`config.mk`:
```
export PLATFORM = sky130hd
export DESIGN_NAME = scc_top
export DESIGN_NICKNAME = d
export VERILOG_FILES = /design/src/scc_pkg.sv /design/src/scc_regs.sv /design/src/scc_wave_ram.sv /design/src/scc_voice.sv /design/src/scc_mixer.sv /design/src/scc_top.sv
export SDC_FILE = /design/constraint.sdc
export NUM_CORES = 2
export LEC_CHECK = 0
export BUFFER_PORTS_ARGS = -buffer_cell sky130_fd_sc_hd__buf_2
export CAP_MARGIN = 10
export CELL_PAD_IN_SITES_DETAIL_PLACEMENT = 0
export CELL_PAD_IN_SITES_GLOBAL_PLACEMENT = 1
export CORE_MARGIN = 4
export CORE_UTILIZATION = 30
export CTS_BUF_LIST = sky130_fd_sc_hd__clkbuf_8
export DETAILED_ROUTE_END_ITERATION = 12
export GPL_ROUTABILITY_DRIVEN = 0
export PLACE_DENSITY_LB_ADDON = 0.3
export SKIP_CTS_REPAIR_TIMING = 1
export SLEW_MARGIN = 20
export SYNTH_ARGS = -nofsm -noshare
export SYNTH_HDL_FRONTEND = slang
export SYNTH_SLANG_ARGS = --single-unit
```
`constraint.sdc`:
```
create_clock -name emuclk -period 6.88 [get_ports emuclk]
set_input_delay 0.688 -clock emuclk [delete_from_list [all_inputs] [get_ports emuclk]]
set_output_delay 0.688 -clock emuclk [all_outputs]
set_load 0.05 [all_outputs]
```
`src/scc_pkg.sv`:
```
package scc_pkg;

    //////////////////////////////////////////////////
    // Sizes
    //////////////////////////////////////////////////

    localparam int NUM_CH     = 3;
    localparam int WAVE_DEPTH = 32;
    localparam int WAVE_AW    = 5;
    localparam int FREQ_W     = 12;
    localparam int VOL_W      = 4;
    localparam int SAMPLE_W   = 8;
    localparam int MIX_W      = 10;
    localparam int MUL_STEPS  = 8;

    //////////////////////////////////////////////////
    // Address map
    //////////////////////////////////////////////////

    // Top three address bits of every register
    localparam logic [2:0] REG_REGION = 3'b100;

    // Voice n: low byte at base+2n, high nibble at base+2n+1
    localparam logic [7:0] FREQ_BASE = 8'h80;
    localparam logic [7:0] VOL_BASE  = 8'h8A;
    localparam logic [7:0] MUTE_ADDR = 8'h8F;

    //////////////////////////////////////////////////
    // Types
    //////////////////////////////////////////////////

    typedef logic signed [SAMPLE_W-1:0] wave_sample_t;
    typedef logic [FREQ_W-1:0] freq_t;
    typedef logic [VOL_W-1:0] vol_t;

    typedef struct packed {
        logic [2:0]         voice;
        logic [WAVE_AW-1:0] index;
    } wave_addr_t;

    typedef struct packed {
        logic [2:0] region;
        logic       unused;
        logic [3:0] regnum;
    } reg_addr_t;

    // Same CPU address seen as a wave RAM access or a register access
    typedef union packed {
        wave_addr_t wave;
        reg_addr_t  regs;
    } scc_addr_u;

endpackage

```
`src/scc_regs.sv`:
```
`timescale 1ns/1ps

module scc_regs
    import scc_pkg::*;
(
    input  logic               emuclk,
    input  logic               rst_n,
    input  logic               i_cs_n,
    input  logic               i_wr_n,
    input  logic               i_rd_n,
    input  logic [7:0]         i_addr,
    input  logic [7:0]         i_data,
    input  wave_sample_t       i_ram_rdata [NUM_CH],
    output logic [7:0]         o_data,
    output logic [NUM_CH-1:0]  o_ram_we,
    output logic [WAVE_AW-1:0] o_ram_waddr,
    output wave_sample_t       o_ram_wdata,
    output freq_t              o_freq [NUM_CH],
    output vol_t               o_vol [NUM_CH],
    output logic [NUM_CH-1:0]  o_enable,
    output logic [NUM_CH-1:0]  o_freq_load
);

    scc_addr_u         addr;
    logic              wr_en;
    logic              rd_en;
    logic              reg_wr;
    logic [NUM_CH-1:0] freq_lo_wr;
    logic [NUM_CH-1:0] freq_hi_wr;
    logic [NUM_CH-1:0] vol_wr;
    logic              mute_wr;

    assign addr   = i_addr;
    assign wr_en  = ~i_cs_n & ~i_wr_n;
    assign rd_en  = ~i_cs_n & ~i_rd_n;
    assign reg_wr = wr_en & (addr.regs.region == REG_REGION);

    //////////////////////////////////////////////////
    // Access decode
    //////////////////////////////////////////////////

    always_comb begin
        for (int n = 0; n < NUM_CH; n++) begin
            o_ram_we[n]   = wr_en & (addr.wave.voice == 3'(n));
            freq_lo_wr[n] = reg_wr & (addr.regs.regnum == FREQ_BASE[3:0] + 4'(2 * n));
            freq_hi_wr[n] = reg_wr & (addr.regs.regnum == FREQ_BASE[3:0] + 4'(2 * n + 1));
            vol_wr[n]     = reg_wr & (addr.regs.regnum == VOL_BASE[3:0] + 4'(n));
        end
    end

    assign mute_wr     = reg_wr & (addr.regs.regnum == MUTE_ADDR[3:0]);
    assign o_ram_waddr = addr.wave.index;
    assign o_ram_wdata = i_data;

    // Read-back only for wave RAM of voices 0 to 2
    always_comb begin
        o_data = '0;
        for (int n = 0; n < NUM_CH; n++) begin
            if (rd_en && addr.wave.voice == 3'(n)) begin
                o_data = i_ram_rdata[n];
            end
        end
    end

    //////////////////////////////////////////////////
    // Frequency, volume and mute registers
    //////////////////////////////////////////////////

    always_ff @(posedge emuclk or negedge rst_n) begin
        if (!rst_n) begin
            for (int n = 0; n < NUM_CH; n++) begin
                o_freq[n] <= '0;
                o_vol[n]  <= '0;
            end
            o_enable    <= '0;
            o_freq_load <= '0;
        end else begin
            for (int n = 0; n < NUM_CH; n++) begin
                if (freq_lo_wr[n]) begin
                    o_freq[n][7:0] <= i_data;
                end
                if (freq_hi_wr[n]) begin
                    o_freq[n][FREQ_W-1:8] <= i_data[3:0];
                end
                if (vol_wr[n]) begin
                    o_vol[n] <= i_data[VOL_W-1:0];
                end
            end
            // Pulse lines up with the new value
            o_freq_load <= freq_lo_wr | freq_hi_wr;
            if (mute_wr) begin
                o_enable <= i_data[NUM_CH-1:0];
            end
        end
    end

endmodule

```
`src/scc_wave_ram.sv`:
```
`timescale 1ns/1ps

module scc_wave_ram
    import scc_pkg::*;
(
    input  logic               emuclk,
    input  logic               rst_n,
    input  logic               i_we,
    input  logic [WAVE_AW-1:0] i_waddr,
    input  wave_sample_t       i_wdata,
    input  logic [WAVE_AW-1:0] i_play_addr,
    output wave_sample_t       o_play_data,
    output wave_sample_t       o_cpu_data
);

    wave_sample_t mem [WAVE_DEPTH];

    //////////////////////////////////////////////////
    // CPU write port
    //////////////////////////////////////////////////

    always_ff @(posedge emuclk or negedge rst_n) begin
        if (!rst_n) begin
            for (int n = 0; n < WAVE_DEPTH; n++) begin
                mem[n] <= '0;
            end
        end else if (i_we) begin
            mem[i_waddr] <= i_wdata;
        end
    end

    // Both read ports are asynchronous
    assign o_play_data = mem[i_play_addr];

    // CPU read shares the write address
    assign o_cpu_data = mem[i_waddr];

endmodule

```
`src/scc_voice.sv`:
```
`timescale 1ns/1ps

module scc_voice
    import scc_pkg::*;
(
    input  logic               emuclk,
    input  logic               rst_n,
    input  freq_t              i_freq,
    input  logic               i_freq_load,
    input  vol_t               i_vol,
    input  logic               i_enable,
    input  wave_sample_t       i_wave,
    output logic [WAVE_AW-1:0] o_play_addr,
    output wave_sample_t       o_sample
);

    freq_t                            cnt;
    logic                             tick;
    vol_t                             vol_lat;
    logic                             wave_pend;
    logic                             busy;
    logic [2:0]                       step;
    logic                             last_step;
    logic [SAMPLE_W-1:0]              wave_sh;
    logic signed [SAMPLE_W+VOL_W-1:0] addend;
    logic signed [SAMPLE_W+VOL_W-1:0] acc;
    logic signed [SAMPLE_W+VOL_W-1:0] acc_next;

    //////////////////////////////////////////////////
    // Period counter and sample index
    //////////////////////////////////////////////////

    // Counter runs freq down to 0, so freq+1 cycles per tick
    assign tick = (cnt == '0) && !i_freq_load;

    assign last_step = (step == 3'(MUL_STEPS - 1));

    always_ff @(posedge emuclk or negedge rst_n) begin
        if (!rst_n) begin
            cnt         <= '0;
            o_play_addr <= '0;
            vol_lat     <= '0;
            wave_pend   <= 1'b0;
            busy        <= 1'b0;
            step        <= '0;
            o_sample    <= '0;
        end else begin
            if (i_freq_load || tick) begin
                cnt <= i_freq;
            end else begin
                cnt <= cnt - 1'b1;
            end

            if (tick) begin
                o_play_addr <= o_play_addr + 1'b1;
                vol_lat     <= i_vol;
            end

            // Multiplier sequencing, a new tick aborts a running multiply
            wave_pend <= tick;
            if (tick) begin
                busy <= 1'b0;
            end else if (wave_pend) begin
                busy <= 1'b1;
                step <= '0;
            end else if (busy) begin
                step <= step + 1'b1;
                if (last_step) begin
                    busy <= 1'b0;
                end
            end

            // Arithmetic shift right by VOL_W is the upper slice
            if (!i_enable) begin
                o_sample <= '0;
            end else if (busy && last_step) begin
                o_sample <= acc_next[SAMPLE_W+VOL_W-1:VOL_W];
            end
        end
    end

    //////////////////////////////////////////////////
    // Serial shift-add multiplier
    //////////////////////////////////////////////////

    // LSB first, the sign bit carries negative weight
    always_comb begin
        acc_next = acc;
        if (wave_sh[0]) begin
            if (last_step) begin
                acc_next = acc - addend;
            end else begin
                acc_next = acc + addend;
            end
        end
    end

    always_ff @(posedge emuclk) begin
        if (wave_pend) begin
            wave_sh <= i_wave;
            addend  <= {{SAMPLE_W{1'b0}}, vol_lat};
            acc     <= '0;
        end else if (busy) begin
            wave_sh <= wave_sh >> 1;
            addend  <= addend <<< 1;
            acc     <= acc_next;
        end
    end

endmodule

```
`src/scc_mixer.sv`:
```
`timescale 1ns/1ps

module scc_mixer
    import scc_pkg::*;
(
    input  logic                    emuclk,
    input  logic                    rst_n,
    input  wave_sample_t            i_samples [NUM_CH],
    output logic signed [MIX_W-1:0] o_sound
);

    logic signed [MIX_W-1:0] sum;

    // Sign extend each voice before adding
    always_comb begin
        sum = '0;
        for (int n = 0; n < NUM_CH; n++) begin
            sum = sum + MIX_W'(i_samples[n]);
        end
    end

    always_ff @(posedge emuclk or negedge rst_n) begin
        if (!rst_n) begin
            o_sound <= '0;
        end else begin
            o_sound <= sum;
        end
    end

endmodule

```
`src/scc_top.sv`:
```
`timescale 1ns/1ps

module scc_top
    import scc_pkg::*;
(
    input  logic                    emuclk,
    input  logic                    rst_n,
    input  logic                    i_cs_n,
    input  logic                    i_wr_n,
    input  logic                    i_rd_n,
    input  logic [7:0]              i_addr,
    input  logic [7:0]              i_data,
    output logic [7:0]              o_data,
    output logic signed [MIX_W-1:0] o_sound
);

    logic [NUM_CH-1:0]  ram_we;
    logic [WAVE_AW-1:0] ram_waddr;
    wave_sample_t       ram_wdata;
    wave_sample_t       ram_rdata [NUM_CH];
    freq_t              freq [NUM_CH];
    vol_t               vol [NUM_CH];
    logic [NUM_CH-1:0]  enable;
    logic [NUM_CH-1:0]  freq_load;
    logic [WAVE_AW-1:0] play_addr [NUM_CH];
    wave_sample_t       play_data [NUM_CH];
    wave_sample_t       samples [NUM_CH];

    //////////////////////////////////////////////////
    // CPU register block
    //////////////////////////////////////////////////

    scc_regs u_regs (
        .emuclk      (emuclk),
        .rst_n       (rst_n),
        .i_cs_n      (i_cs_n),
        .i_wr_n      (i_wr_n),
        .i_rd_n      (i_rd_n),
        .i_addr      (i_addr),
        .i_data      (i_data),
        .i_ram_rdata (ram_rdata),
        .o_data      (o_data),
        .o_ram_we    (ram_we),
        .o_ram_waddr (ram_waddr),
        .o_ram_wdata (ram_wdata),
        .o_freq      (freq),
        .o_vol       (vol),
        .o_enable    (enable),
        .o_freq_load (freq_load)
    );

    //////////////////////////////////////////////////
    // Voices with their wave RAMs
    //////////////////////////////////////////////////

    for (genvar n = 0; n < NUM_CH; n++) begin : g_voice
        scc_wave_ram u_ram (
            .emuclk      (emuclk),
            .rst_n       (rst_n),
            .i_we        (ram_we[n]),
            .i_waddr     (ram_waddr),
            .i_wdata     (ram_wdata),
            .i_play_addr (play_addr[n]),
            .o_play_data (play_data[n]),
            .o_cpu_data  (ram_rdata[n])
        );

        scc_voice u_voice (
            .emuclk      (emuclk),
            .rst_n       (rst_n),
            .i_freq      (freq[n]),
            .i_freq_load (freq_load[n]),
            .i_vol       (vol[n]),
            .i_enable    (enable[n]),
            .i_wave      (play_data[n]),
            .o_play_addr (play_addr[n]),
            .o_sample    (samples[n])
        );
    end

    scc_mixer u_mixer (
        .emuclk    (emuclk),
        .rst_n     (rst_n),
        .i_samples (samples),
        .o_sound   (o_sound)
    );

endmodule

```
* Word level (Yosys, flattened, before mapping)
Index checks and enable logic that the tools add are counted.
** Word-level totals
- Register bits after elaboration :: 1030
- Logic and storage cells :: 312
- Output and inout port bits :: 18
- Input port bits :: 21
** Operators by class
- Bitwise logic cells :: 27
- Reduce and logical (&&, ||, !) cells :: 30
- Order comparisons :: 5
- Equality and inequality tests :: 18
- Add/subtract/negate cells :: 17
- Multiplexer cells :: 71
** Operator list (count)
- $bwmux 256 :: 3
- $bmux 8 s5 :: 6
- $mux 8 :: 28
- $mux 12 :: 9
- $demux 8 s5 :: 1
- $add 12x12->12 :: 3
- $logic_not 12->1 :: 3
- $sub 12x1->12 const B :: 3
- $sub 12x12->12 :: 3
- $ge 6x6->1 const B :: 4
- $mux 4 :: 6
- $not 5->6 :: 4
- $mux 3 :: 6
- $and 1x1->1 :: 16
- $eq 4x4->1 const B :: 4
- $add 5x1->5 const B :: 3
- $eq 3x3->1 const B :: 4
- $mux 1 :: 12
- $reduce_and 2->1 :: 6
- $add 9x8->10 :: 1
- $logic_and 1x1->1 :: 10
- $add 3x1->3 const B :: 3
- $add 8x8->9 :: 1
- $eq 4x2->1 const B :: 2
- 13 further kinds :: 27

* Logic depth before layout (Yosys ltp)
- Depth after elaboration :: 7
- Mapped depth :: 13

* Cells and area by module
From an unflattened synthesis, not the netlist that was laid out.
** Second synthesis, totals
- Cell total of the unflattened synthesis :: 3886
- Area, all modules :: 54821.3 µm²
** By module, submodules not included
- scc_wave_ram :: instances 3, area each 13521.7 µm², cells each 825
- scc_voice :: instances 3, area each 3656.0 µm², cells each 385
- scc_regs :: instances 1, area each 2532.4 µm², cells each 195
- scc_mixer :: instances 1, area each 755.7 µm², cells each 61

* Least setup slack after synthesis
Ideal clock, no wire load.
- Path kind :: input-to-output
- Start point :: in i_addr[0]
- End point :: out o_data[6]
- Path slack :: 3.401 ns
- Data arrival time :: 2.791 ns
- Stages on the path :: 6
- Path through :: buf_2 buf_6 buf_2 mux4_2 mux4_2 a221o_1
** Between the ends
- Word-level cells in the longest chain between the ends :: 7
** RTL lines
- from (decl) :: line scc_top.sv:11 : input logic [7:0] i_addr,
- $not 5->6 (implied by the code) (*) :: line scc_wave_ram.sv:36 : assign o_cpu_data = mem[i_waddr];
- $bmux 8 s5 :: line scc_wave_ram.sv:36
- $mux 8 (implied by the code) (2 in a row) :: line scc_wave_ram.sv:36
- $mux 8 (2 in a row) :: line scc_regs.sv:59 : if (rd_en && addr.wave.voice == 3'(n)) begin
- $mux 8 (*) :: line scc_regs.sv:59
- to (decl) :: line scc_top.sv:13 : output logic [7:0] o_data,
Mark *: on every way between the ends. The rest lies on a longest branch, timed or not. The select of a mux whose other input is x is not followed.

* Worst setup path after layout
- Start point :: in i_addr[0]
- End point :: out o_data[0]
Same word-level chain as after synthesis.

==> impl_metrics.csv <==
group,metric,value,unit
timing,setup_violating_endpoint_count_in_the_final_report,0,
synth,postSynth.topFlopCell,"dfrtp_1",
timing,grt_setup_unrepaired,"false",
synth,synth_enable_flop_cells,36,
job,maxCapViolations,0,
floorplanning,die_area,188000,µm²
timing,final-max-slew-violation-count,0,
synth,post_synth.cell_area_avg,14.0,µm²
placement,place_inst,6075,
critical_path,critical_path.reg2reg.startpoint,"g_voice[0].u_voice.o_play_addr[0]$_DFFE_PN0P_",
global_routing,grt_max_degree,168,
min_path,hold_path_startpoint,"i_data[6]",
timing,report.final.hold_viol_count,0,
timing,max_slew_margin,26.1,%
critical_path,cp_data_arrival_time,4230,ps
floorplanning,initial_core_util,30.1,%
timing,setup_tns_final,0,ps
finish,num-nets-final,3984,
critical_path,r2r_cells,5,
synth,synthesis.area,54500,µm²
global_routing,grt-ovfl-total,0,
clock_tree,clock_latency,910,ps
drt,routedWlPerCell,25.0,µm
critical_path,cp.required,6190,ps
global_routing,grt_pass1_wl,242000,µm
finish,syn_to_final_growth,11.6,%
clock_tree,cts.reportedPaths.clkPinSlew,60,ps
placement,post-dp-hpwl,101000,µm
drt,route.detailed.drc,0,
critical_path,slowest_delay,600,ps
floorplanning,die_w,434,µm
global_routing,via_count_of_the_first_global_routing_pass,35400,
power,static-leakage-power,27.5,nW
synth,synth-async-reset-ratio,90.7,%
power,worst_vdd_ir,0.172,mV
floorplanning,num_rows,156,
placement,buffer_ports.inserted,38,
clock_tree,htreeDepth,4,
global_routing,number_of_antenna_violations_at_the_first_check_in_global_routing,3,
finish,layout_commonest_cell,"dfrtp_1",
finish,layout.cells.most_common_list,"927 x dfrtp_1, 831 x mux2_2, 462 x mux4_2",
finish,finalNonFillerCells,6412,
finish,postLayoutCoreUtil,33.6,%
clock_tree,clkSinkCount,1030,
drt,ant_nets,0,
finish,multi_input_comb_area,27500,µm²
finish,postLayoutCellArea,60800,µm²
clock_tree,numCtsBuffers,184,
floorplanning,num_io_pins,39,
critical_path,worstPathCellList,"buf_8, buf_12, mux4_2, mux4_2, mux2_2, a221o_1, buf_2",
timing,timing.final.crit_period,4920,ps
drt,via_per_inst,5.31,
floorplanning,core_region_area,181000,µm²
drt,detailedRoute.firstPassIterationCount,7,
finish,final-seq-area,25700,µm²
timing,finalClockSkew,54.7,ps
finish,drive_gt1_share,41.4,%
drt,finalWirelength,160000,µm
clock_tree,cts.path.max_buffers,3,
synth,yosys_warnings,0,
critical_path,end_kind,"output port",
critical_path,ff2ff_setup_slack,3310,ps
timing,max_slew.worst_pin.slew,1110,ps
clock_tree,cts_tree,"built",
critical_path,path_class,"in -> out",
finish,fillerInstances,17700,
min_path,min_path_type,"in -> reg",
drt,dr.first_iter.drc_count,2219,
min_path,whs_path_depth,2,
critical_path,critPathMostFrequentCell,"mux4_2",
run_status,status,"complete, no violations",
clock_tree,clockRootBuffer,"clkbuf_8",
timing,max_freq,203,MHz
critical_path,crit_path_start_kind,"primary input",
timing,period_utilisation_layout,71.4,%
power,power_density,295,nW/µm²
synth,syn-num-nets,3969,
synth,flop_and_latch_count_out_of_synthesis,1030,
synth,syn_inst,3880,
critical_path,reg2reg_to,"g_voice[0].u_voice.wave_sh[0]$_DFFE_PN_",
floorplanning,dieHeight,434,µm
drt,via_count,34000,
min_path,hold-path-endpoint,"g_voice[1].u_ram.mem[206]$_DFFE_PN0P_",
synth,register_area_share_after_synthesis,47.1,%
synth,synth.distinct_cells,67,
critical_path,crit_path_max_fanout,71,
global_routing,grt_usage,17.2,%
critical_path,crit_slowest_cell,"buf_8",
placement,place_area,57100,µm²
timing,finalHoldWorstSlack,192,ps
==> layer usage <==
layer / share of wire [%] / global-route usage, % / wire, µm / up-vias
li1: - / - / - / 14900
met1: 44 / 23.1 / 71400 / 18200
met2: 48 / 28.3 / 77700 / 698
met3: 4.4 / 3.24 / 7010 / 256
met4: 2.7 / 5.02 / 4410 / 0
met5: 0 / 0 / 0 / -
==> flip-flops by register name, indices dropped and copies added (netlist names) <==
name,count
g_voice.u_voice.addend,36
g_voice.u_voice.wave_pend,3
g_voice.u_voice.busy,3
g_voice.u_voice.step,9
u_regs.o_freq_load,3
g_voice.u_voice.vol_lat,12
g_voice.u_voice.o_sample,24
g_voice.u_ram.mem,768
g_voice.u_voice.o_play_addr,15
u_mixer.o_sound,10
g_voice.u_voice.wave_sh,24
u_regs.o_enable,3
u_regs.o_vol,12
g_voice.u_voice.cnt,36
u_regs.o_freq,36
g_voice.u_voice.acc,36
==> Yosys cell counts, types with 7 or more instances <==
cell | n | area share, %
nor2_1 | 178 | 1.2
fa_1 | 12 | 0.44
buf_2 | 43 | 0.40
nor3_1 | 54 | 0.50
nand2_1 | 239 | 1.6
buf_1 | 24 | 0.17
o21a_1 | 11 | 0.15
mux4_2 | 462 | 19
a211oi_1 | 11 | 0.15
clkbuf_1 | 192 | 1.3
a31oi_1 | 17 | 0.20
xor2_1 | 20 | 0.32
edfxtp_1 | 36 | 2.0
buf_6 | 9 | 0.19
a21oi_1 | 116 | 1.1
a22oi_1 | 16 | 0.22
and3_1 | 12 | 0.14
o2111ai_1 | 9 | 0.14
or2_2 | 7 | 0.080
nor3_2 | 9 | 0.17
mux2_1 | 10 | 0.21
a21o_1 | 23 | 0.32
and2_1 | 7 | 0.080
or3_1 | 23 | 0.26
nor4_1 | 9 | 0.10
dfrtp_1 | 934 | 43
nand2b_1 | 10 | 0.11
nand4_1 | 13 | 0.15
mux2_2 | 831 | 17
mux2i_1 | 62 | 1.1
o31ai_1 | 10 | 0.14
nand3b_1 | 20 | 0.28
a32oi_1 | 17 | 0.27
dfxtp_1 | 60 | 2.2
inv_1 | 50 | 0.34
o21ai_0 | 49 | 0.45
o211ai_1 | 7 | 0.096
xnor2_1 | 65 | 1.0
ha_1 | 56 | 1.3
nand3_1 | 50 | 0.46
nor2b_1 | 17 | 0.20
==> critical path: cells and delay by family <==
kind | cells | cell delay [ps]
buffers and inverters | 3 | 1390
multiplexers | 3 | 1480
AO/OA/AOI/OAI | 1 | 450
==> through the flow <==
step | setup WS (ps) | power, mW
floorplan | 3400 | 11.0
global placement | 1890 | 12.4
detailed placement | 1890 | 12.4
CTS | 1890 | 18.2
global route | 1810 | 19.1
finish | 1960 | 18.0
==> cells by family (layout without fill, tap and decap cells) <==
kind of cell,Yosys count,count (layout),share of synthesized area [%]
XOR/XNOR,85,85,1.37
other,0,3,0
AND/OR/NAND/NOR,670,670,5.72
AO/OA/AOI/OAI,337,337,3.97
buffers and inverters,325,484,2.50
adder cells (fa/ha/maj),68,68,1.73
flip-flops,1030,1030,47.1
multiplexers,1365,1365,37.6
==> layout make-up <==
cell class | instances | share of cell area [%]
Multi-Input combinational cell | 2525 | 45.2
Sequential cell | 1030 | 42.2
Timing Repair Buffer | 102 | 1.41
Antenna cell | 3 | 0.0123
Clock buffer | 219 | 4.96
Inverter | 52 | 0.323
Clock inverter | 111 | 1.03
Tap cell | 2370 | 4.88
==> where the power goes <==
part	switching [mW]	total (mW)	internal, mW
sequential	0.721	7.41	6.69
combinational	2.68	4.84	2.16
clock	2.71	5.72	3.01
==> worst max-delay path by stage <==
stage	startpoint	end	slack, ps	cells past startpoint
global route	i_addr[0]	o_data[0]	1810	7
floorplan	i_addr[0]	o_data[6]	3400	6
CTS	i_addr[0]	o_data[4]	1890	7
global placement	i_addr[0]	o_data[0]	1890	7
finish	i_addr[0]	o_data[0]	1960	7
detailed placement	i_addr[0]	o_data[4]	1890	7
(Power assumes the default switching activity.)
